### src/sdram_mcb_defines.svh
`ifndef SDRAM_MCB_DEFINES_SVH
`define SDRAM_MCB_DEFINES_SVH

// word address is {bank[1:0], row[12:0], col[8:0]}
`define SDRAM_MCB_ADDR_W 24

`define SDRAM_MCB_COL_W 9 // column bits inside a row

`define SDRAM_MCB_ROW_WORDS 512 // words per row, a stage never crosses it

`define SDRAM_MCB_LEN_W 24 // transfer length in words

`define SDRAM_MCB_DATA_W 16 // sdram word

`define SDRAM_MCB_FIFO_DEPTH 1024 // entries in each fifo

`define SDRAM_MCB_CNT_W 10 // fifo count and stage count width

// almost full margin below depth, wr_rdy drops above depth - margin
`define SDRAM_MCB_AF_MARGIN 16

`define SDRAM_MCB_REQ_W 60 // packed memory request width

`define SDRAM_MCB_ACK_W 18 // packed memory response width

`define SDRAM_MCB_STAT_W 13 // packed tracker status width

`endif

### src/sdram_mcb_pkg.sv
`include "sdram_mcb_defines.svh"

package sdram_mcb_pkg;

  typedef logic [`SDRAM_MCB_DATA_W-1:0] word_t; // one sdram word
  typedef logic [`SDRAM_MCB_ADDR_W-1:0] addr_t; // {bank, row, col}
  typedef logic [`SDRAM_MCB_LEN_W-1:0] len_t; // length in words, nonzero
  typedef logic [`SDRAM_MCB_CNT_W-1:0] stage_cnt_t; // fifo fill or stage count

  // request towards the memory, level held until the first ack
  typedef struct packed {
    logic                    wr_req; // write burst wanted
    logic                    rd_req; // read burst wanted
    addr_t                   addr; // first word of the stage
    logic [`SDRAM_MCB_CNT_W:0] len; // stage words, 1..512
    logic [`SDRAM_MCB_REQ_W-`SDRAM_MCB_ADDR_W-`SDRAM_MCB_CNT_W-4:0] spare; // tied low
  } mem_req_t;

  // one ack per word, either direction
  typedef struct packed {
    logic  wr_ack; // memory takes mem_wdata this edge
    logic  rd_ack; // rd_data valid this edge
    word_t rd_data; // word read back
  } mem_ack_t;

  // tracker view for the scheduler
  typedef struct packed {
    logic                    pending; // transfer accepted, not finished
    logic                    last; // current stage ends the transfer
    logic [`SDRAM_MCB_CNT_W:0] stage_len; // words in the current stage
  } xfer_stat_t;

  typedef enum logic [2:0] {
    idle          = 3'd0, // waiting for an eligible stage
    pre_wr        = 3'd1, // one cycle set up, request rises after it
    writing       = 3'd2, // wr acks flowing
    wr_stage_cplt = 3'd3, // tracker advances, toggle flips
    pre_rd        = 3'd4,
    reading       = 3'd5, // rd acks flowing
    rd_stage_cplt = 3'd6
  } sched_state_t;

endpackage

### src/sdram_mcb_sched.sv
`include "sdram_mcb_defines.svh"

// picks write or read stages, holds the memory request, signals done
module sdram_mcb_sched (
  input  logic                      clk_sdram,
  input  logic                      rst_n,
  input  sdram_mcb_pkg::xfer_stat_t wr_stat,
  input  sdram_mcb_pkg::xfer_stat_t rd_stat,
  input  sdram_mcb_pkg::stage_cnt_t wr_fifo_count, // words ready to write
  input  sdram_mcb_pkg::stage_cnt_t rd_fifo_count, // words awaiting the user
  input  logic                      wr_stage_full,
  input  logic                      rd_stage_full,
  input  sdram_mcb_pkg::mem_ack_t   mem_ack,
  input  sdram_mcb_pkg::addr_t      wr_addr_cur,
  input  sdram_mcb_pkg::addr_t      rd_addr_cur,
  output sdram_mcb_pkg::mem_req_t   mem_req,
  output logic                      wr_stage_start,
  output logic                      wr_stage_cplt,
  output logic                      rd_stage_start,
  output logic                      rd_stage_cplt,
  output logic                      wr_done, // one cycle per transfer
  output logic                      rd_done
);

  localparam int RD_LIMIT = `SDRAM_MCB_FIFO_DEPTH - 1; // read fill stays below this

  sdram_mcb_pkg::sched_state_t state;
  sdram_mcb_pkg::sched_state_t state_next;
  logic                        toggle; // 0 favours write, 1 favours read
  logic                        wr_ok; // write stage fully buffered
  logic                        rd_ok; // read stage fits the fifo
  logic [`SDRAM_MCB_CNT_W+1:0] rd_fill_sum; // fill after the stage lands
  logic                        req_wr;
  logic                        req_rd;
  sdram_mcb_pkg::addr_t        req_addr;
  logic [`SDRAM_MCB_CNT_W:0]   req_len;

  assign rd_fill_sum = {2'b00, rd_fifo_count} + {1'b0, rd_stat.stage_len};
  assign wr_ok       = wr_stat.pending && ({1'b0, wr_fifo_count} >= wr_stat.stage_len);
  assign rd_ok       = rd_stat.pending && (rd_fill_sum < RD_LIMIT);

  always_comb begin
    state_next = state;
    case (state)
      sdram_mcb_pkg::idle: begin
        if (!toggle) begin
          if (wr_ok) state_next = sdram_mcb_pkg::pre_wr;
          else if (rd_ok) state_next = sdram_mcb_pkg::pre_rd;
        end else begin
          if (rd_ok) state_next = sdram_mcb_pkg::pre_rd;
          else if (wr_ok) state_next = sdram_mcb_pkg::pre_wr;
        end
      end
      sdram_mcb_pkg::pre_wr: state_next = sdram_mcb_pkg::writing;
      sdram_mcb_pkg::writing: begin
        if (wr_stage_full) state_next = sdram_mcb_pkg::wr_stage_cplt; // last ack seen
      end
      sdram_mcb_pkg::wr_stage_cplt: state_next = sdram_mcb_pkg::idle;
      sdram_mcb_pkg::pre_rd: state_next = sdram_mcb_pkg::reading;
      sdram_mcb_pkg::reading: begin
        if (rd_stage_full) state_next = sdram_mcb_pkg::rd_stage_cplt;
      end
      sdram_mcb_pkg::rd_stage_cplt: state_next = sdram_mcb_pkg::idle;
      default: state_next = sdram_mcb_pkg::idle; // unused encoding
    endcase
  end

  always_ff @(posedge clk_sdram or negedge rst_n) begin
    if (!rst_n) begin
      state   <= sdram_mcb_pkg::idle;
      toggle  <= 1'b0;
      req_wr  <= 1'b0;
      req_rd  <= 1'b0;
      wr_done <= 1'b0;
      rd_done <= 1'b0;
    end else begin
      state   <= state_next;
      wr_done <= (state == sdram_mcb_pkg::wr_stage_cplt) && wr_stat.last;
      rd_done <= (state == sdram_mcb_pkg::rd_stage_cplt) && rd_stat.last;
      if (wr_stage_cplt || rd_stage_cplt) begin
        toggle <= ~toggle; // alternate after every stage
      end
      if (state == sdram_mcb_pkg::pre_wr) req_wr <= 1'b1;
      else if (mem_ack.wr_ack) req_wr <= 1'b0; // first ack drops the level
      if (state == sdram_mcb_pkg::pre_rd) req_rd <= 1'b1;
      else if (mem_ack.rd_ack) req_rd <= 1'b0;
    end
  end

  // stage address and length, valid while a request is up
  always_ff @(posedge clk_sdram) begin
    if (state == sdram_mcb_pkg::pre_wr) begin
      req_addr <= wr_addr_cur;
      req_len  <= wr_stat.stage_len;
    end else if (state == sdram_mcb_pkg::pre_rd) begin
      req_addr <= rd_addr_cur;
      req_len  <= rd_stat.stage_len;
    end
  end

  assign wr_stage_start = (state == sdram_mcb_pkg::pre_wr);
  assign rd_stage_start = (state == sdram_mcb_pkg::pre_rd);
  assign wr_stage_cplt  = (state == sdram_mcb_pkg::wr_stage_cplt);
  assign rd_stage_cplt  = (state == sdram_mcb_pkg::rd_stage_cplt);

  assign mem_req = '{
    wr_req: req_wr,
    rd_req: req_rd,
    addr:   req_addr,
    len:    req_len,
    spare:  '0
  };

endmodule

### config.mk
export PLATFORM = sky130hd
export DESIGN_NAME = sdram_mcb_sched
export DESIGN_NICKNAME = d
export VERILOG_FILES = /design/src/sdram_mcb_pkg.sv /design/src/sdram_mcb_sched.sv
export VERILOG_INCLUDE_DIRS = /design/src
export SDC_FILE = /design/constraint.sdc
export NUM_CORES = 1
export LEC_CHECK = 0
export BUFFER_PORTS_ARGS = -buffer_cell sky130_fd_sc_hd__buf_2
export CORE_UTILIZATION = 43
export CTS_BUF_LIST = sky130_fd_sc_hd__clkbuf_16
export CTS_CLUSTER_DIAMETER = 150
export CTS_CLUSTER_SIZE = 14
export DETAILED_ROUTE_END_ITERATION = 10
export PLACE_DENSITY = 0.89
export SYNTH_ARGS = -nofsm -noshare
export SYNTH_HDL_FRONTEND = slang
export SYNTH_SLANG_ARGS = --single-unit
### constraint.sdc
create_clock -name clk_sdram -period 2.61 [get_ports clk_sdram]
set_input_delay 0.1305 -clock clk_sdram [delete_from_list [all_inputs] [get_ports clk_sdram]]
set_output_delay 0.1305 -clock clk_sdram [all_outputs]
set_load 0.005 [all_outputs]
# Word level (Yosys, flattened, before mapping)
# Cells that the tools add are included.
dict set report word_totals {
  ff_bits 43
  in_bits 116
  out_inout_bits 66
  wordCells 47
}
dict set report op_classes {
  add_sub_neg 1
  n_lt_le_gt_ge 2
  n_eq_ne 9
  n_mux 16
  bitwise 1
  n_reduce_logical 10
}
# op count
set op_table {}
lappend op_table {{2-to-1 mux 24 bit} 2}
lappend op_table {{2-to-1 mux 11 bit} 2}
lappend op_table {{2-to-1 mux 3 bit} 7}
lappend op_table {{case mux 3 bit (5 select lines)} 1}
lappend op_table {{adder 10 x 11 -> 12 bit} 1}
lappend op_table {{less-than comparator 12 x 10 -> 1 bit (second input constant)} 1}
lappend op_table {{>= comparator 10 x 11 -> 1 bit} 1}
lappend op_table {{== test 3 bit (second input constant)} 3}
lappend op_table {{== test 3 x 2 -> 1 bit (second input constant)} 2}
lappend op_table {{nonzero test 2 bit} 3}
lappend op_table {{logical AND 1 bit} 4}
lappend op_table {{2-to-1 mux 1 bit} 4}
lappend op_table {{inequality test 2 bit (second input constant)} 2}
lappend op_table {{== test 3 x 1 -> 1 bit (second input constant)} 1}
lappend op_table {{logical NOT 3 bit} 1}
lappend op_table {{inequality test 3 bit (second input constant)} 1}
lappend op_table {{AND reduction 3 bit} 1}
lappend op_table {{logical OR 1 bit} 1}
lappend op_table {{NOT 1 bit} 1}

# Depth between registers and ports, before layout
# Gate-level depths: netlist of the first run.
dict set report logic_depth {
  depth_word 7
  depth_mapped 9
  mapped_depth_nobuf 9
}

# Worst setup path before layout of the first run
# Ideal clock, no wire load.
dict set report synth_path {
  path_type {register to register}
  start {register state[1]}
  end {register req_addr[0] (enable)}
  setup_time_ps 393
  t_arrival_ps 1825
  t_required_ps 2217
  slack_ps 392
  stages_incl_launch_ff 5
  path_buffers 2
  synth_period_minus_slack_ps 2218
  cell_sequence {dfrtp_1 > buf_2 > or3b_1 > clkbuf_1 > nand2_1}
}
dict set report synth_via {
  elab_chain_len 2
  elab_cells_between_ends 3
  classes_between {2 x eq/ne; 1 x reduce/logical}
}
# item line_no
set synth_lines {}
lappend synth_lines {{start: declaration} sdram_mcb_sched.sv:27} ;# sdram_mcb_pkg::sched_state_t state;
lappend synth_lines {{start signal: assignment} sdram_mcb_sched.sv:70} ;# state <= sdram_mcb_pkg::idle;
lappend synth_lines {{start signal: assignment} sdram_mcb_sched.sv:77} ;# state <= state_next;
lappend synth_lines {{== test 3 x 1 -> 1 bit / == test 3 bit (equally long branches)} {sdram_mcb_sched.sv:92, sdram_mcb_sched.sv:95}}
lappend synth_lines {{nonzero test 2 bit (no line) (*)} -}
lappend synth_lines {{end signal: assignment} sdram_mcb_sched.sv:93} ;# req_addr <= wr_addr_cur;
lappend synth_lines {{end signal: assignment} sdram_mcb_sched.sv:96} ;# req_addr <= rd_addr_cur;
lappend synth_lines {{end: declaration} sdram_mcb_sched.sv:35} ;# sdram_mcb_pkg::addr_t req_addr;
# Mark *: on every way between the ends. The rest lies on a longest branch, timed or not.
# A chain may end at the register's enable or synchronous reset.

# Worst setup path in the final report of the first run
dict set report layout_path {
  start {register state[0]}
  end {register req_addr[16], data pin}
}
dict set report layout_via {
  elab_chain_len 2
}
# item line_no
set layout_lines {}
lappend layout_lines {{== test 3 x 1 -> 1 bit} sdram_mcb_sched.sv:92} ;# if (state == sdram_mcb_pkg::pre_wr) begin
lappend layout_lines {{2-to-1 mux 24 bit} sdram_mcb_sched.sv:92}
# Every way passes these cells.

==> summary.txt, run 1 <==
Status
  – Status: finished clean

Worst setup path
  – Critical Path AT: 1920 ps
  – CP Max Fanout: 28
  – CP required: 2630 ps
  – R2r setup slk: 710 ps
  – Crit path capture type: flop
  – Worst reg2reg path startpoint: state[0]$_DFFE_PN0P_
  – R2r worst-path depth: 3
  – Kind of critical path: flop to flop
  – Worst r2r dst: req_addr[16]$_DFFE_PP_
  – Worst Setup Start Kind: flop

Clock tree
  – Clk_lat worst skew: 270 ps
  – CTS tree: yes
  – Clock Path Buffers: 2
  – Clk slew on worst S/H paths: approximately 60 ps
  – Post-CTS setup buffer count: 0
  – Clk sinks: 43
  – H-tree depth: 2
  – CTS buffer count: 5
  – Root buffer cell: clkbuf_16

GRT
  – Largest net degree at the start of global routing: 36
  – Initial antenna violation count: 0
  – Vias in the first global route: 2,304
  – First-pass GRT wire length: just over 10,000 um
  – Total GRT Usage: 0.189
  – GR Overflow Total: 0

Synth
  – Register bit total from synthesis: 43
  – Most numerous cell in the Yosys netlist: edfxtp_1
  – Share of the synthesized area in the top cell type: 0.367
  – Cell Area, Synth: 0.00286 mm^2
  – Post-synth EDFFs: 35
  – Ys async rst share: 0.186
  – Syn_area_per_cell: ~11 um^2
  – Cells after Synth: 259
  – Post-synth top area cell: edfxtp_1
  – Synth Warn #: 0
  – Synth unique cells: just over 50
  – Post-synth top cells: 35 x edfxtp_1, 27 x buf_4, 26 x mux2_2
  – Dominant synthesized flop cell: edfxtp_1
  – Seq/Total Area, Yosys: 0.437
  – Synth area leaders: edfxtp_1 37%, mux2_2 10%, ha_1 8.7%, buf_4 7.1%, dfrtp_1 7.0%

Power
  – Share of power burned in registers: 0.425
  – Total net switching power: 0.917 mW
  – Clock network fraction of total power: 0.195
  – Gate power share: 0.380
  – P_int: ~2.0 mW
  – Sw Share: 0.316
  – Worst IR Drop VDD: 590 uV
  – Leakage: between 1.5 and 2 nW
  – Power per Cell Area: 793 mW/mm^2

Route
  – WL per Instance: 14.0 um
  – Via-per-instance ratio: a little over 5
  – DRT Pass-1 Iters: 4
  – Antenna-violating nets left: 0
  – Vias: ~2,400
  – Final WL: 6690 um
  – DR DRC count: 0
  – DRT iter0 DRCs: 47

Placed design
  – I/O Buffers: around 140
  – Pre-CTS setup slack: 554 ps
  – Post-detail-place hpwl: ~5500 um
  – RD Place Congestion: 0.810

Timing
  – Min Tclk post-route: ~1900 ps
  – RSZ-0062 raised after global routing: no
  – Clock Skew: 4.86 ps
  – Final hold slack: ~35 ps
  – Slew Limit Fails: 0
  – Setup_tns: 0 ps
  – Period utilization: 0.728
  – Final Setup Violations: 0
  – Worst Slack Setup Final: 711 ps
  – Maximum achievable frequency: 527 MHz
  – Final hold vios: 0

Floorplan
  – Die height: 83.6 um
  – Die Area: 0.00699 mm^2
  – Core footprint: 0.00639 mm^2
  – Row count: 29
  – Die W: 83.6 um
  – Ports: roughly 180
  – Initial core utilization: 0.448

Layout
  – Antenna diode count: 0
  – P&R area growth vs syn: 27.9%
  – Share of layout cells above drive strength 1: 0.465
  – Nets: around 540
  – Filler Cell Count: around 540

Hold path
  – Worst Hold Launch: mem_ack[16]
  – Worst hold path type: input port to flop
  – WHS Endpoint: req_rd$_DFFE_PN0P_
  – Hold path cells: 2

Flow run
  – MaxCap Viol Count: 0
## critical path: stages, from the launching register on
cell	delay [ps]
dfrtp_1	510
or3b_1	490
inv_6	250
mux2_2	380
## sequential cells by signal, summed over array words and instances (netlist names)
register  cells
wr_done       1
toggle        1
req_addr     24
req_rd        1
req_wr        1
state         3
rd_done       1
req_len      11
## power groups by stage
stage | Sequential [mW] | Clock (mW) | Combinational [mW]
final | 1.24 | 0.566 | 1.10
after global routing | 1.27 | 0.602 | 1.23
after CTS | 1.24 | 0.580 | 1.12
after detailed placement | 1.25 | 0 | 1.12
after global placement | 1.24 | 0 | 1.08
after floorplan | 1.25 | 0 | 0.738
## kinds of logic after synthesis
| group | count (synthesis) | synth area share |
|---|---|---|
| mux | 27 | 0.106 |
| other cells | 1 | 0.00131 |
| fa+ha+maj | 21 | 0.0944 |
| simple gates | 56 | 0.103 |
| xor+xnor | 5 | 0.0153 |
| compound gates | 55 | 0.131 |
| buf+inv | 51 | 0.112 |
| flops | 43 | 0.437 |
## worst max-delay path by stage
stage                                    start                      to  slack, ps
after floorplan           state[1]$_DFFE_PN0P_   req_addr[0]$_DFFE_PP_        390
after global placement              rd_stat[0]    state[0]$_DFFE_PN0P_        580
after detailed placement            rd_stat[0]    state[2]$_DFFE_PN0P_        550
after CTS                 state[0]$_DFFE_PN0P_  req_addr[16]$_DFFE_PP_        700
after global routing      state[0]$_DFFE_PN0P_  req_addr[16]$_DFFE_PP_        640
final                     state[0]$_DFFE_PN0P_  req_addr[16]$_DFFE_PP_        710
## repair_timing
action	4_1_cts	5_1_grt
endpoints found under the hold margin	8	0
hold buffers	1	0
resized for setup	0	0
## routing by layer
metal  vias to the layer above  GRT usage  part of all wire
met5                         -          0                 0
met4                         0     0.0724             0.022
met3                        11     0.0336             0.073
met2                       119      0.370              0.54
met1                      1114      0.197              0.37
li1                       1171          -                 -
## final cells by class
cell class                      count  area (um^2)  share of cell area
Inverter                           18         72.6              0.0198
Clock inverter                      2         8.76             0.00239
Multi-Input combinational cell    187         1370               0.375
Sequential cell                    43         1250               0.342
Clock buffer                        5          125              0.0342
Timing Repair Buffer              145          736               0.201
Tap cell                           77         96.3              0.0263
## placed cells by master (no fill, tap or decap), drive strengths merged, types with 4 or more instances in the layout
master | synthesis | final
dfrtp | 8 | 8
buf | 31 | 144
ha | 20 | 20
edfxtp | 35 | 35
a21oi | 10 | 10
clkbuf | 2 | 5
nand2b | 4 | 4
mux2 | 26 | 26
nand3 | 4 | 4
inv | 18 | 18
conb | 1 | 23
a31oi | 5 | 5
o21ai | 21 | 21
o211ai | 4 | 4
nor2 | 8 | 8
nand2 | 19 | 19
## metrics by stage
step	total power, mW	cell area, um^2	instances	utilization
global route	3.09	3660	477	0.573
finish	2.91	3660	477	0.573
floorplan	1.99	2950	281	-
CTS	2.94	3660	477	0.573
global placement	2.31	3520	469	0.551
detailed placement	2.37	3520	469	0.551
No activity file was read; power rests on OpenSTA's default activity.
==> run 2, diff against run 1 <==
==> constraint.sdc (replaced) <==
create_clock -name clk_sdram -period 1.9 [get_ports clk_sdram]
set_input_delay 0.095 -clock clk_sdram [delete_from_list [all_inputs] [get_ports clk_sdram]]
set_output_delay 0.095 -clock clk_sdram [all_outputs]
set_load 0.005 [all_outputs]
==> summary.txt, run 2 (same netlist as run 1, synthesis figures left out) <==
Timing
  – Clock Skew: 1.91 ps
  – Period utilization: 0.925
  – Slew Limit Fails: 0
  – Final Setup Violations: 0
  – Min Tclk post-route: 1760 ps
  – RSZ-0062 raised after global routing: no
  – Final hold vios: 0
  – Maximum achievable frequency: 569 MHz

Route
  – Final WL: 6850 um
  – Vias: 2,485
  – WL per Instance: around 14 um
  – Via-per-instance ratio: 5.07
  – DR DRC count: 0
  – DRT iter0 DRCs: 58
  – Antenna-violating nets left: 0
  – DRT Pass-1 Iters: 4

Layout
  – Share of layout cells above drive strength 1: 0.479
  – Most flop-heavy register: req_addr
  – Multi-input logic area: between 0.001 and 0.0015 mm^2
  – Biggest regs: req_addr x24, req_len x11, state x3
  – Finished Core Util: 0.601
  – Non-filler cells, final: between 400 and 500
  – Nets: 549
  – Max reg flops: 24
  – Sequential cell area: 0.00125 mm^2
  – Filler Cell Count: about 550
  – P&R area growth vs syn: 34.1%
  – Most frequent cells in the layout: 142 x buf_2, 35 x edfxtp_1, 26 x mux2_2, 23 x conb_1
  – Commonest non-fill, non-tap cell in the layout: buf_2
  – Cell area after layout: 0.00384 mm^2
  – Antenna diode count: 0

GRT
  – GR Overflow Total: 0
  – Initial antenna violation count: 0
  – Vias in the first global route: 2,356
  – Largest net degree at the start of global routing: 29
  – Total GRT Usage: 0.198
  – First-pass GRT wire length: 11,000 um

Clock tree
  – H-tree depth: 2
  – Root buffer cell: clkbuf_16
  – Clock Path Buffers: 2
  – Clk sinks: between 40 and 50
  – Clk slew on worst S/H paths: 60 ps
  – CTS buffer count: 5
  – Post-cts resize count: 0
  – Clk_lat worst skew: 280 ps
  – CTS tree: yes

Worst setup path
  – Critical Path Max Stage Delay: 460 ps
  – Slowest stage cell, crit path: or3b_1
  – Critical path cell sequence: or3b_1 -> inv_6 -> mux2_2
  – Crit path capture type: flop
  – CP required: 1930 ps
  – Worst Setup Start Kind: flop
  – Kind of critical path: flop to flop
  – Critical Path AT: 1780 ps
  – CP Max Fanout: 28

Floorplan
  – Die Area: 0.00699 mm^2
  – Row count: 29
  – Core footprint: 0.00639 mm^2
  – Initial core utilization: 0.448
  – Die W: 83.6 um
  – Ports: 182
  – Die height: 83.6 um

Power
  – Power per Cell Area: 1170 mW/mm^2
  – Leakage: 1.85 nW
  – Worst IR Drop VDD: 771 uV
  – Power, Total: between 4 and 5 mW

Placed design
  – Post-DP Area: 0.00362 mm^2
  – I/O Buffers: 142
  – RD Place Congestion: 0.878
  – Post-Place Cells: 479
  – Post-detail-place hpwl: 5650 um

Flow run
  – MaxCap Viol Count: 0

Hold path
  – Worst hold path type: input port to flop

Status
  – Status: finished clean
run 2: changes by cell type in the layout (fill, tap and decap cells not counted):
cell / before / now
clkinv_1: 1 / 0
bufinv_16: 0 / 2
nand2_1: 19 / 18
dlygate4sd3_1: 1 / 3
buf_4: 2 / 10
nand2_2: 0 / 1
buf_12: 0 / 2
clkinv_2: 1 / 0
inv_1: 17 / 18
run 2: worst paths after layout:
| path | startpoint | end | depth (start not counted) | slack, ps |
|---|---|---|---|---|
| setup / recovery | state[1]$_DFFE_PN0P_ | req_len[0]$_DFFE_PP_ | 3 | 140 |
| hold / removal | wr_stat[11] | wr_done$_DFF_PN0_ | 2 | 20 |
| setup reg to reg | state[1]$_DFFE_PN0P_ | req_len[0]$_DFFE_PP_ | 3 | 140 |
| hold reg to reg | req_wr$_DFFE_PN0P_ | req_wr$_DFFE_PN0P_ | 2 | 520 |
| max in group asynchronous | rst_n | state[0]$_DFFE_PN0P_ | 2 | 1520 |
| min in group asynchronous | rst_n | rd_done$_DFF_PN0_ | 2 | 210 |
run 2: power by group:
group / switching, mW / leakage [nW] / total [mW] / internal, mW
combinational: 0.884 / 1.32 / 1.75 / 0.865
clock: 0.336 / 0.0952 / 1.08 / 0.748
sequential: 0.114 / 0.429 / 1.65 / 1.54
run 2: final cells by class:
type | instances | share of cell area
Clock buffer | 5 | 0.0326
Clock inverter | 3 | 0.0166
Tap cell | 77 | 0.0251
Multi-Input combinational cell | 187 | 0.358
Sequential cell | 43 | 0.326
Timing Repair Buffer | 157 | 0.223
Inverter | 18 | 0.0189
run 2: metrics by stage:
step / TNS, ps / setup slack [ps] / hold slack [ps]
global route: 0 / 69.4 / 25.6
finish: 0 / 143 / 18.4
detailed placement: -238 / -122 / -52.1
CTS: 0 / 124 / 14.1
floorplan: 0 / 2.54 / -201
global placement: -150 / -77.0 / -57.7
run 2: what timing repair did:
| item | CTS | global route |
|---|---|---|
| setup endpoints to repair | 0 | 0 |
| hold endpoints to repair | 10 | 0 |
| buffers inserted | 0 | 0 |
| hold buffers | 3 | 0 |
run 2: worst max-delay path: cells and delay by family, from the launching register on:
family	cells	cell delay, ps
simple gates	1	460
flops	1	410
buf+inv	1	250
mux	1	380
run 2: layer usage:
metal	up-vias	track usage	wire (um)
li1	1193	-	-
met1	1169	0.222	2590
met2	114	0.374	3640
met3	9	0.0376	520
met4	0	0.0663	93
met5	-	0	0
