## src/sdram_mcb_defines.svh

```systemverilog
`ifndef SDRAM_MCB_DEFINES_SVH
`define SDRAM_MCB_DEFINES_SVH

// word address is {bank[1:0], row[12:0], col[8:0]}
`define SDRAM_MCB_ADDR_W 24

`define SDRAM_MCB_COL_W 9 // column bits inside a row

`define SDRAM_MCB_ROW_WORDS 512 // words per row, a stage never crosses it

`define SDRAM_MCB_LEN_W 24 // transfer length in words

`define SDRAM_MCB_DATA_W 16 // sdram word

`define SDRAM_MCB_FIFO_DEPTH 1024 // entries in each fifo

`define SDRAM_MCB_CNT_W 10 // fifo count and stage count width

// almost full margin below depth, wr_rdy drops above depth - margin
`define SDRAM_MCB_AF_MARGIN 16

`define SDRAM_MCB_REQ_W 60 // packed memory request width

`define SDRAM_MCB_ACK_W 18 // packed memory response width

`define SDRAM_MCB_STAT_W 13 // packed tracker status width

`endif

```

## src/sdram_mcb_pkg.sv

```systemverilog
`include "sdram_mcb_defines.svh"

package sdram_mcb_pkg;

  typedef logic [`SDRAM_MCB_DATA_W-1:0] word_t; // one sdram word
  typedef logic [`SDRAM_MCB_ADDR_W-1:0] addr_t; // {bank, row, col}
  typedef logic [`SDRAM_MCB_LEN_W-1:0] len_t; // length in words, nonzero
  typedef logic [`SDRAM_MCB_CNT_W-1:0] stage_cnt_t; // fifo fill or stage count

  // request towards the memory, level held until the first ack
  typedef struct packed {
    logic                    wr_req; // write burst wanted
    logic                    rd_req; // read burst wanted
    addr_t                   addr; // first word of the stage
    logic [`SDRAM_MCB_CNT_W:0] len; // stage words, 1..512
    logic [`SDRAM_MCB_REQ_W-`SDRAM_MCB_ADDR_W-`SDRAM_MCB_CNT_W-4:0] spare; // tied low
  } mem_req_t;

  // one ack per word, either direction
  typedef struct packed {
    logic  wr_ack; // memory takes mem_wdata this edge
    logic  rd_ack; // rd_data valid this edge
    word_t rd_data; // word read back
  } mem_ack_t;

  // tracker view for the scheduler
  typedef struct packed {
    logic                    pending; // transfer accepted, not finished
    logic                    last; // current stage ends the transfer
    logic [`SDRAM_MCB_CNT_W:0] stage_len; // words in the current stage
  } xfer_stat_t;

  typedef enum logic [2:0] {
    idle          = 3'd0, // waiting for an eligible stage
    pre_wr        = 3'd1, // one cycle set up, request rises after it
    writing       = 3'd2, // wr acks flowing
    wr_stage_cplt = 3'd3, // tracker advances, toggle flips
    pre_rd        = 3'd4,
    reading       = 3'd5, // rd acks flowing
    rd_stage_cplt = 3'd6
  } sched_state_t;

endpackage

```

## src/sdram_mcb_xfer.sv

```systemverilog
`include "sdram_mcb_defines.svh"

// one direction of transfer bookkeeping, load edge to last stage
module sdram_mcb_xfer (
  input  logic                      clk_sdram,
  input  logic                      rst_n,
  input  logic                      load, // level from the user
  input  sdram_mcb_pkg::addr_t      load_addr,
  input  sdram_mcb_pkg::len_t       load_len, // words, nonzero
  input  logic                      ack, // one per word moved
  input  logic                      stage_start, // clear word count
  input  logic                      stage_cplt, // advance address and length
  output sdram_mcb_pkg::xfer_stat_t stat,
  output sdram_mcb_pkg::addr_t      addr, // current stage start
  output logic                      stage_full // all stage words acked
);

  localparam int STAGE_W = `SDRAM_MCB_CNT_W + 1; // 512 must fit

  logic                 load_q; // input register
  logic                 load_qq; // previous level for edge
  sdram_mcb_pkg::addr_t addr_q;
  sdram_mcb_pkg::len_t  len_q;
  logic                 load_edge;
  logic                 pending;
  logic                 last;
  sdram_mcb_pkg::addr_t addr_r; // next word to move
  sdram_mcb_pkg::len_t  len_r; // words still to move
  logic [STAGE_W-1:0]   row_room; // words left in this row
  logic [STAGE_W-1:0]   stage_len;
  logic [STAGE_W-1:0]   ack_cnt; // acks in this stage

  always_ff @(posedge clk_sdram or negedge rst_n) begin
    if (!rst_n) begin
      load_q  <= 1'b0;
      load_qq <= 1'b0;
    end else begin
      load_q  <= load;
      load_qq <= load_q;
    end
  end

  // sampled alongside load_q so the edge sees matching values
  always_ff @(posedge clk_sdram) begin
    addr_q <= load_addr;
    len_q  <= load_len;
  end

  assign load_edge = load_q & ~load_qq;
  assign row_room  = STAGE_W'(`SDRAM_MCB_ROW_WORDS) - STAGE_W'(addr_r[`SDRAM_MCB_COL_W-1:0]);
  assign stage_len = (len_r < sdram_mcb_pkg::len_t'(row_room)) ? STAGE_W'(len_r) : row_room;
  assign last      = (len_r == sdram_mcb_pkg::len_t'(stage_len)); // stage drains the rest

  always_ff @(posedge clk_sdram or negedge rst_n) begin
    if (!rst_n) begin
      pending <= 1'b0;
      addr_r  <= '0;
      len_r   <= '0;
    end else if (load_edge && !pending) begin
      pending <= 1'b1; // edge while busy is lost
      addr_r  <= addr_q;
      len_r   <= len_q;
    end else if (stage_cplt) begin
      addr_r <= addr_r + sdram_mcb_pkg::addr_t'(stage_len); // may roll into next bank
      len_r  <= len_r - sdram_mcb_pkg::len_t'(stage_len);
      if (last) begin
        pending <= 1'b0; // same edge as the done pulse
      end
    end
  end

  always_ff @(posedge clk_sdram or negedge rst_n) begin
    if (!rst_n) begin
      ack_cnt <= '0;
    end else if (stage_start) begin
      ack_cnt <= '0;
    end else if (ack) begin
      ack_cnt <= ack_cnt + 1'b1;
    end
  end

  assign stage_full = (ack_cnt == stage_len);
  assign addr       = addr_r;
  assign stat       = '{pending: pending, last: last, stage_len: stage_len};

endmodule

```

## config.mk

```make
export PLATFORM = sky130hd
export DESIGN_NAME = sdram_mcb_xfer
export DESIGN_NICKNAME = d
export VERILOG_FILES = /design/src/sdram_mcb_pkg.sv /design/src/sdram_mcb_xfer.sv
export VERILOG_INCLUDE_DIRS = /design/src
export SDC_FILE = /design/constraint.sdc
export NUM_CORES = 1
export LEC_CHECK = 0
export ABC_AREA = 1
export BUFFER_PORTS_ARGS = -buffer_cell sky130_fd_sc_hd__buf_2
export CAP_MARGIN = 15
export CORE_UTILIZATION = 50
export CTS_CLUSTER_DIAMETER = 200
export DETAILED_ROUTE_END_ITERATION = 8
export PLACE_DENSITY = 0.7
export SYNTH_ARGS = -nofsm -noshare
export SYNTH_HDL_FRONTEND = slang
export SYNTH_SLANG_ARGS = --single-unit
```

## constraint.sdc

```tcl
create_clock -name clk_sdram -period 7 [get_ports clk_sdram]
set_clock_uncertainty 0.1 [all_clocks]
set_input_delay 0.35 -clock clk_sdram [delete_from_list [all_inputs] [get_ports clk_sdram]]
set_output_delay 0.35 -clock clk_sdram [all_outputs]
set_load 0.02 [all_outputs]
```

[Word level (Yosys, flattened, before mapping)]
Cells that the tools add are included.
Storage, ports and cells
  flip-flop bits (word level): 110
  bits in latches: 0
  memory bits (writable): 0
  bits in read-only memories: 0
  bits of input ports: 54
  logic and storage cells: 33
  memories kept: 0
Operators by class
  add/sub/neg operators: 4
  multipliers: 0
  divide/modulo/power cells: 0
  order comparisons: 1
  equality and inequality tests: 2
  shifts and indexed selects: 0
  muxes and demuxes: 10
  bitwise operators: 2
  reduce and logical (&&, ||, !) cells: 6
Operator list (number)
  24-bit two-way mux: 4
  11-bit two-way mux: 3
  24-bit by 11-bit adder with 24-bit output: 1
  24-bit by 11-bit == test with 1-bit output: 1
  24-bit by 11-bit less-than comparator with 1-bit output: 1
  24-bit by 11-bit subtractor with 24-bit output: 1
  11-bit by 1-bit adder with 11-bit output (second input constant): 1
  11-bit == test: 1
  10-bit by 9-bit subtractor with 11-bit output (first input constant): 1
  2-bit nonzero test: 3
  1-bit two-way mux: 3
  2-bit AND reduction: 1
  1-bit bitwise AND: 1
  1-bit logical AND: 1
  1-bit logical NOT: 1
  1-bit NOT: 1

[Longest topological paths before layout]
Gate-level depths: netlist of run 1.
  depth in word-level cells: 7
  gate-level depth with buffers: 31
  gate-level depth less buffers: 30

[Least setup slack after synthesis of run 1]
OpenSTA, ideal clock, no wires.
  kind: reg2reg
  from: reg addr_r[0] (netlist: addr[0])
  to: reg len_r[14]
  library setup time: 127 ps
  arrival time: 3987 ps
  required time: 6773 ps
  path slack: 2785 ps
  stages on the path, launching flop included: 28
  cell sequence: dfrtp_1 -> inv_1 -> nand3_1 -> nor2_1 -> nand3_1 -> nor2_1 -> xor2_1 -> inv_1 -> ha_1 -> a21oi_1 -> o21a_1 -> nand2_1 -> nand2_1 -> nand2_2 -> buf_6 -> nand2_1 -> nand2_1 -> ha_1 -> fa_1 -> o21ai_1 -> nand2_1 -> nand2_1 -> nand2_1 -> nand2_1 -> nor3_2 -> xor2_1 -> nor2_1 -> o21ai_0
RTL lines
  from (decl): RTL line sdram_mcb_xfer.sv:27  | sdram_mcb_pkg::addr_t addr_r;
  from (signal assigned): RTL line sdram_mcb_xfer.sv:61  | addr_r <= addr_q;
  from (signal assigned): RTL line sdram_mcb_xfer.sv:64  | addr_r <= addr_r + sdram_mcb_pkg::addr_t'(stage_len);
  to (signal assigned): RTL line sdram_mcb_xfer.sv:62  | len_r <= len_q;
  to (signal assigned): RTL line sdram_mcb_xfer.sv:65  | len_r <= len_r - sdram_mcb_pkg::len_t'(stage_len);
  to (decl): RTL line sdram_mcb_xfer.sv:28  | sdram_mcb_pkg::len_t len_r;

==> out/metrics.csv, run 1 <==
metric;value;unit
outcome;completed;
ir_drop;0.299;mV
cts_tree;yes;
synth-simple-area-share;25.8;%
synth-main-ff-cell;dfrtp_1;
design.core.area;0.0120;mm2
grt_usage;26.7;%
synth_compound_area_share;15.4;%
synth.area.mux_share;0;%
grt_start_max_net_pins;63;
cts.sinks;110;
path_class;reg2out;
hold_ws;83.8;ps
ys_warn_count;0;
drc;0;
min_period;5100;ps
timing.fmax;196;MHz
areaGrowthSynthToFinish;22.1;%
setup.worst_path.end_class;output pin;
synth_top_family_by_area;simple AND/OR/NAND/NOR gates;
synth_fa_ha_area_share;7.20;%
crit_fanout;14;
antenna_found_initial;0;
worstMarginPinSlew;914;ps
setup_violations;0;
syn-cell-area;0.00612;mm2
clkLatencyLatePin;370;ps
postSynthCellCount;817;
cts_buffer_depth;2;
slew_headroom;38.7;%
required;6550;ps
max-cap-violations;0;
dieArea;0.0127;mm2
port_buffers;90;
reg2reg_depth;26;
die_h;113;um
wirelength;15800;um
detail-route-antenna-nets;0;
start_util;51.2;%
mostFrequentLayoutCells;nand2_1, inv_1, buf_2;
path_clk_slew;80;ps
wl_per_cell;14.3;um
worstReg2RegEnd;addr[13];
fin_ws;1900;ps
nNetsFinal;1038;
p_per_area;473;mW/mm2
leakage;3.68;nW
synth_top_area_share;25.4;%
gp_congestion;0.889;
power;0.00353;W
rsz0062_at_grt;false;
post_route_cells_drive_above_1_share;13.6;%
synth_xor_xnor_area_share;2.86;%
crit_arrival;4650;ps
antennaDiodeCount;0;
h-tree-depth;3;
hp-class;in2async;
r2r_slack;2070;ps
synth-seq-cells;110;
cp-start-kind;flop;
nFillCells;1100;
ys_top_cells_by_area;dfrtp_1, dfxtp_1, nand2_1;
synthArstFlopShare;56.4;%
dr.pass1.iters;5;
vias_per_cell;5.34;
final.period_utilization;72.8;%
ys_seq_area_share;41.1;%
vias;5885;
report.final.slew_viol_count;0;
pre_cts_ws;2140;ps
std_cell_rows;40;
grt-ovfl-total;0;
cts_root_buf;clkbuf_16;
drt_iter0_markers;318;
dp_hpwl;11100;um
synthDominantAreaCellType;dfrtp_1;
die_w;113;um
first_global_vias;5537;
io_pins;92;
synth-edff-count;0;
synth_cell_types;40;
r2r_start;addr[0];
layout_commonest_cell;nand2_1;
cts_buffers;9;
tns;0;ps
syn_area_per_cell;7.49;um2
timing.final.hold_violations;0;
grt_pass1_wl;26500;um
metrics by stage:
stage | instances | utilization [%] | cell area (um2)
3_3_place_gp | 1037 | 55.9 | 6680
5_1_grt | 1102 | 62.5 | 7470
2_1_floorplan | 818 | - | 6120
4_1_cts | 1102 | 62.5 | 7470
6_report | 1102 | 62.5 | 7470
3_5_place_dp | 1037 | 55.9 | 6680
what timing repair did:
| action | in CTS | in global routing |
|---|---|---|
| hold buffers | 49 | 0 |
| endpoints found under the hold margin | 49 | 0 |
| gates resized for setup | 0 | 0 |
| setup buffers | 0 | 0 |
worst max path at each step:
stage,startpoint,to,slack (ps),depth (start not counted)
after floorplan,addr[0],len_r[14],2790,27
after global placement,addr[1],addr[13],2210,26
after detailed placement,addr[0],addr[13],2140,26
after CTS,addr[0],stat[11],1920,22
after global routing,addr[1],stat[11],1520,22
final,addr[0],stat[11],1900,22
kinds of logic (layout without fill, tap and decap cells):
| kind of cell | count (synthesis) | after routing |
|---|---|---|
| AO/OA/AOI/OAI | 166 | 166 |
| XOR/XNOR | 20 | 20 |
| adder cells (fa/ha/maj) | 34 | 34 |
| buffers and inverters | 116 | 253 |
| flip-flops | 110 | 110 |
| other | 1 | 2 |
| AND/OR/NAND/NOR | 370 | 370 |
area by class of cell:
type	instances	area (um2)	share of cell area [%]
Multi-Input combinational cell	592	3150	42.2
Timing Repair Buffer	143	971	13.0
Clock buffer	9	225	3.01
Clock inverter	7	76.3	1.02
Inverter	94	353	4.72
Sequential cell	110	2510	33.6
Tap cell	147	184	2.46
synthesized netlist by cell type (3+ instances only):
cell type  instances
dfxtp_1           48
o21ai_1            3
nor4_1             3
o311ai_0           3
nor2_1            66
nand4_1           10
a21oi_1           41
a21boi_0           3
ha_1              32
xor2_1            16
xnor2_1            4
clkbuf_1          14
buf_2              3
nand2_2            7
nand3_1           56
buf_4              3
o211ai_1          14
dfrtp_1           62
o22ai_1            9
nand2_1          199
inv_1             92
o221ai_1           5
nor3_1            18
o21ai_0           78
nor3_2             3
or2_2              4
o21a_1             4
per-layer routing:
layer  global-route usage, %  up-vias  routed length [um]
met5                       0        -                   0
met2                    45.4      156                7410
li1                        -     2972                   -
met4                    8.71        0                 388
met3                    5.67       32                 774
met1                    33.9     2725                7240
report_power, final:
part           switching, W  total, W  internal (W)  leakage (nW)
Clock              0.000262  0.000515      0.000253         0.140
Sequential         0.000172  0.000948      0.000776          1.19
Combinational       0.00131   0.00207      0.000766          2.35
Total               0.00174   0.00353       0.00179          3.68
flip-flops by register name, summed over array words and instances (netlist names):
name     flops
addr        24
addr_q      24
len_q       24
len_r       24
ack_cnt     11
load_q       1
load_qq      1
pending      1
worst max-delay path, stage by stage, from the launching register on:
cell and delay (ps):
dfrtp_1 440, inv_1 120, nand3_1 110, nor2_1 130, nand3_1 100, nor2_1 150, xor2_1 200, inv_1 60
ha_1 280, nand2_1 70, o21a_1 180, nand2_1 60, nand2_1 210, nand2_2 320, nand2_1 160, nand2_1 250
inv_1 80, ha_1 350, nand2_1 90, nor2_1 120, nand3_1 90, nor3_1 440, buf_2 260
No activity file was read; power rests on OpenSTA's default activity.
==> inputs of run 2 (changes only) <==
clock period = 4.9 ns   (was 7 ns; I/O delays follow)
==> run 2 against run 1 <==
Net effect:
- cell count increased by 0.54%
- critical path depth unchanged
- flip-flop and latch count unchanged
- largest power group unchanged
- highest routed layer unchanged
==> out/metrics.csv, run 2 (synthesis results as in run 1) <==
metric;value;unit
outcome;completed;
clkLatencyLatePin;360;ps
areaGrowthSynthToFinish;23.3;%
nFillCells;1049;
nNetsFinal;1044;
cts_buffer_depth;2;
path_clk_slew;70;ps
max-cap-violations;0;
gp_congestion;0.881;
wl_met3;820;um
cts_buffers;9;
met2WireLength;7670;um
crit_arrival;4180;ps
first_global_vias;5494;
min_period;4520;ps
worstMarginPinSlew;946;ps
tns;0;ps
crit_fanout;10;
dp_hpwl;11200;um
cts.sinks;110;
vias_per_cell;5.34;
power;0.00512;W
post_route_cells_drive_above_1_share;14.8;%
grt-ovfl-total;0;
reg2reg_depth;27;
mostFrequentLayoutCells;nand2_1, inv_1, buf_2;
port_buffers;90;
antenna_found_initial;0;
timing.fmax;221;MHz
final.period_utilization;92.3;%
std_cell_rows;40;
vias;5917;
design.core.area;0.0120;mm2
grt_pass1_wl;26700;um
grt_usage;26.9;%
cp-start-kind;flop;
drc;0;
p_per_area;678;mW/mm2
detail-route-antenna-nets;0;
h-tree-depth;3;
leakage;3.72;nW
path_class;reg2out;
report.final.slew_viol_count;0;
wl_met1;7220;um
setup.worst_path.end_class;output pin;
r2r_start;addr[0];
rsz0062_at_grt;false;
dieArea;0.0127;mm2
timing.final.hold_violations;0;
setup_violations;0;
cp-startpoint;addr[0];
wl_per_cell;14.5;um
drt_iter0_markers;307;
wirelength;16100;um
die_w;113;um
r2r_slack;430;ps
grt_start_max_net_pins;63;
worstReg2RegEnd;len_r[18];
antennaDiodeCount;0;
cts_tree;yes;
top_layer;met4;
slew_headroom;36.6;%
ir_drop;0.419;mV
io_pins;92;
start_util;51.2;%
die_h;113;um
layout_commonest_cell;nand2_1;
required;4550;ps
critPathCapture;stat[11];
hp-class;in2reg;
cts_root_buf;clkbuf_16;
dr.pass1.iters;5;
## run 2: layout make-up
type / instances / area, um2 / area share, %
multi-input cells: 592 / 3190 / 42.2
clock inverters: 7 / 67.6 / 0.895
inverters: 94 / 353 / 4.68
clock buffers: 9 / 225 / 2.98
flip-flops and latches: 110 / 2510 / 33.3
repair buffers: 149 / 1020 / 13.5
well taps: 147 / 184 / 2.44
## run 2: what timing repair did
action                     4_1_cts  5_1_grt
hold buffers                    50        0
setup buffers                    0        4
hold endpoints to repair        56        0
resized for setup                0       11
setup endpoints to repair        0       25
## run 2: how the worst min path moves through the flow
stage                        from    endpoint  slack [ps]  cells past startpoint
global placement    load_addr[11]  addr_q[11]         250                      1
detailed placement   load_len[16]   len_q[16]         250                      1
global route          stage_start  ack_cnt[2]          40                      2
finish                stage_start  ack_cnt[5]          20                      2
CTS                   stage_start  ack_cnt[5]           8                      2
floorplan                   rst_n  ack_cnt[0]        -150                      0
## run 2: worst max-delay path, stage by stage (launching register included)
cell and delay [ps]:
dfrtp_1 430, inv_1 110, nand3_1 120, nor2_1 140, nand3_1 110, nor2_2 120
xor2_1 200, inv_1 70, ha_1 280, a21oi_1 150, o21a_1 130, nand2_1 50
nand2_1 110, buf_4 180, nand3_1 90, nand2_2 190, inv_1 60, ha_1 370
nand2_1 110, nor2_1 140, nand3_1 110, nor3_2 300, buf_2 230
## run 2: through the flow
stage | instance area, um2 | setup WS, ps | instances | hold slack [ps] | util, %
after detailed placement | 6690 | 156 | 1038 | 249 | 55.9
final | 7550 | 375 | 1108 | 20.7 | 63.1
after CTS | 7480 | 128 | 1104 | 8.04 | 62.6
after floorplan | 6120 | 685 | 818 | -151 | -
after global routing | 7550 | 20.3 | 1108 | 35.3 | 63.1
after global placement | 6690 | 174 | 1038 | 247 | 55.9
## run 2: metal layers
metal | vias up | GRT usage, %
met1 | 2719 | 34.0
met2 | 181 | 45.7
li1 | 2989 | -
met3 | 28 | 5.78
met5 | - | 0
met4 | 0 | 8.44
## run 2: where the power goes
| part | switching, W | internal (W) |
|---|---|---|
| Sequential | 0.000258 | 0.00111 |
| Combinational | 0.00191 | 0.00112 |
| Clock | 0.000367 | 0.000358 |
==> inputs of run 3 (changes only) <==
SETUP_SLACK_MARGIN = 0.5   (was default)
==> run 3 against run 2 <==
Net effect:
- die area did not move
- count of clock-buffer cells in the layout unchanged
- worst hold slack worse by 4.0 ps
- cell count increased by 2.1%
- power increased by 13%
- sequential power about the same
- global-route usage grew 0.12 points
- register-to-register slack improved by 270 ps
- maximum frequency rose by 7.4%
- utilization rose by 4.4 points
==> out/metrics.csv, run 3 (synthesis results as in run 1) <==
metric;value;unit
outcome;completed;
hp-class;in2reg;
setup_violations;0;
reg2reg_depth;27;
grt-ovfl-total;0;
grt_use_met2;45.9;%
nFillCells;971;
r2r_start;addr[0];
critPathSlowestCell;dfrtp_1;
crit_arrival;3870;ps
clkLatencyLatePin;370;ps
start_util;51.2;%
cts.sinks;110;
mostFrequentLayoutCells;nand2_1, inv_1, buf_2;
vias_per_cell;5.40;
cp_top_family;simple AND/OR/NAND/NOR gates;
cts_root_buf;clkbuf_16;
holdPathStages;2;
wirelength;17100;um
worstMarginPinSlew;929;ps
cp.depth;22;
layout_commonest_cell;nand2_1;
drc;0;
required;4550;ps
path_class;reg2out;
post_route_cells_drive_above_1_share;22.9;%
dp_hpwl;11200;um
crit_chain;inv_2 > nand3_2 > nor2_2 > nand3_2 > nor2_2 > xor2_1 > inv_1 > ha_1 > a21oi_1 > o21a_1 > nand2_2 > nand2_4 > buf_6 > nand3_1 > nand2_4 > inv_1 > ha_4 > nand2_1 > nor2_1 > nand3_1 > nor3_4 > buf_6;
cts_tree;yes;
use_met3;5.78;%
min_period;4210;ps
die_w;113;um
cts_buffer_depth;2;
std_cell_rows;40;
report.final.slew_viol_count;0;
r2r_slack;700;ps
die_h;113;um
ir_drop;0.423;mV
p_per_area;719;mW/mm2
vias;6113;
path_clk_slew;70;ps
final.period_utilization;86.0;%
timing.fmax;237;MHz
nNetsFinal;1067;
worst-path-buf-inv;5;
setup.worst_path.end_class;output pin;
met1_usage;34.2;%
rsz0062_at_grt;false;
grt_pass1_wl;26800;um
grt-busiest-layer;met2;
crit_fanout;6;
wl_per_cell;15.1;um
timing.final.hold_violations;0;
gp_congestion;0.881;
dieArea;0.0127;mm2
design.core.area;0.0120;mm2
dr.pass1.iters;5;
areaGrowthSynthToFinish;31.9;%
io_pins;92;
leakage;3.86;nW
tns;0;ps
drt_iter0_markers;379;
port_buffers;90;
slew_headroom;37.7;%
hold_ws;16.7;ps
worstReg2RegEnd;len_r[18];
min_from;stage_start;
crit_path_max_incr_delay;430;ps
max-cap-violations;0;
antenna_found_initial;0;
detail-route-antenna-nets;0;
cp-start-kind;flop;
grt_start_max_net_pins;63;
first_global_vias;5530;
grt_usage;27.0;%
holdPathEnd;ack_cnt[5];
antennaDiodeCount;0;
cts_buffers;9;
h-tree-depth;3;
==> run 3: area by class of cell <==
class                           count  area [um2]  share of cell area (%)
Timing Repair Buffer              171        1200                    14.9
Multi-Input combinational cell    593        3530                    43.7
Clock buffer                        9         225                    2.79
Sequential cell                   110        2510                    31.1
Clock inverter                      7        67.6                   0.837
Inverter                           94         353                    4.37
Tap cell                          147         184                    2.28
==> run 3: through the flow <==
| step | instance area [um2] | util, % | cells | setup slack (ps) | power [W] |
|---|---|---|---|---|---|
| 2_1_floorplan | 6120 | - | 818 | 685 | 0.00352 |
| 3_3_place_gp | 6690 | 55.9 | 1038 | 174 | 0.00427 |
| 3_5_place_dp | 6690 | 55.9 | 1038 | 156 | 0.00429 |
| 4_1_cts | 7540 | 63.1 | 1107 | 437 | 0.00511 |
| 5_1_grt | 8070 | 67.5 | 1131 | 409 | 0.00630 |
| 6_report | 8070 | 67.5 | 1131 | 686 | 0.00580 |
==> run 3: worst reg2reg max path: stages, from the launching register on <==
cell and delay, ps:
dfrtp_1 430, inv_2 110, nand3_2 100, nor2_2 120, nand3_2 90, nor2_2 140
xor2_1 190, inv_1 60, ha_1 280, a21oi_1 170, o21a_1 160, nand2_2 70
nand2_4 110, buf_6 140, nand3_1 100, nand2_2 130, inv_1 90, ha_4 170
a21oi_2 190, o21ai_4 100, nand2_1 100, nand2_1 90, nand2_2 130, nand2_4 80
nor3_4 280, nand3_1 100, a21oi_1 170, o22ai_1 90
==> run 3: timing repair <==
item	in CTS	in global routing
hold buffers	50	0
setup endpoints to repair	25	36
gates resized for setup	11	94
pin swaps	2	24
gates cloned	0	2
hold endpoints to repair	56	0
setup buffers	3	22
==> run 3: worst max-delay path by stage <==
stage,startpoint,slack (ps),end
floorplan,addr[0],690,len_r[14]
global placement,addr[1],170,addr[13]
detailed placement,addr[1],160,addr[13]
CTS,addr[2],440,stat[11]
global route,addr[0],410,len_r[22]
finish,addr[0],690,stat[11]
==> run 3: power by group <==
| group | internal (W) | switching [W] | total [W] |
|---|---|---|---|
| combinational | 0.00151 | 0.00217 | 0.00368 |
| sequential | 0.00111 | 0.000287 | 0.00140 |
| clock | 0.000358 | 0.000372 | 0.000730 |
| total | 0.00297 | 0.00283 | 0.00580 |
==> run 3: per-layer routing <==
metal / vias up / wire length, um / part of all wire [%]
met5: - / 0 / 0
li1: 3042 / - / -
met3: 34 / 1010 / 5.9
met1: 2812 / 7340 / 43
met4: 0 / 462 / 2.7
met2: 225 / 8270 / 48
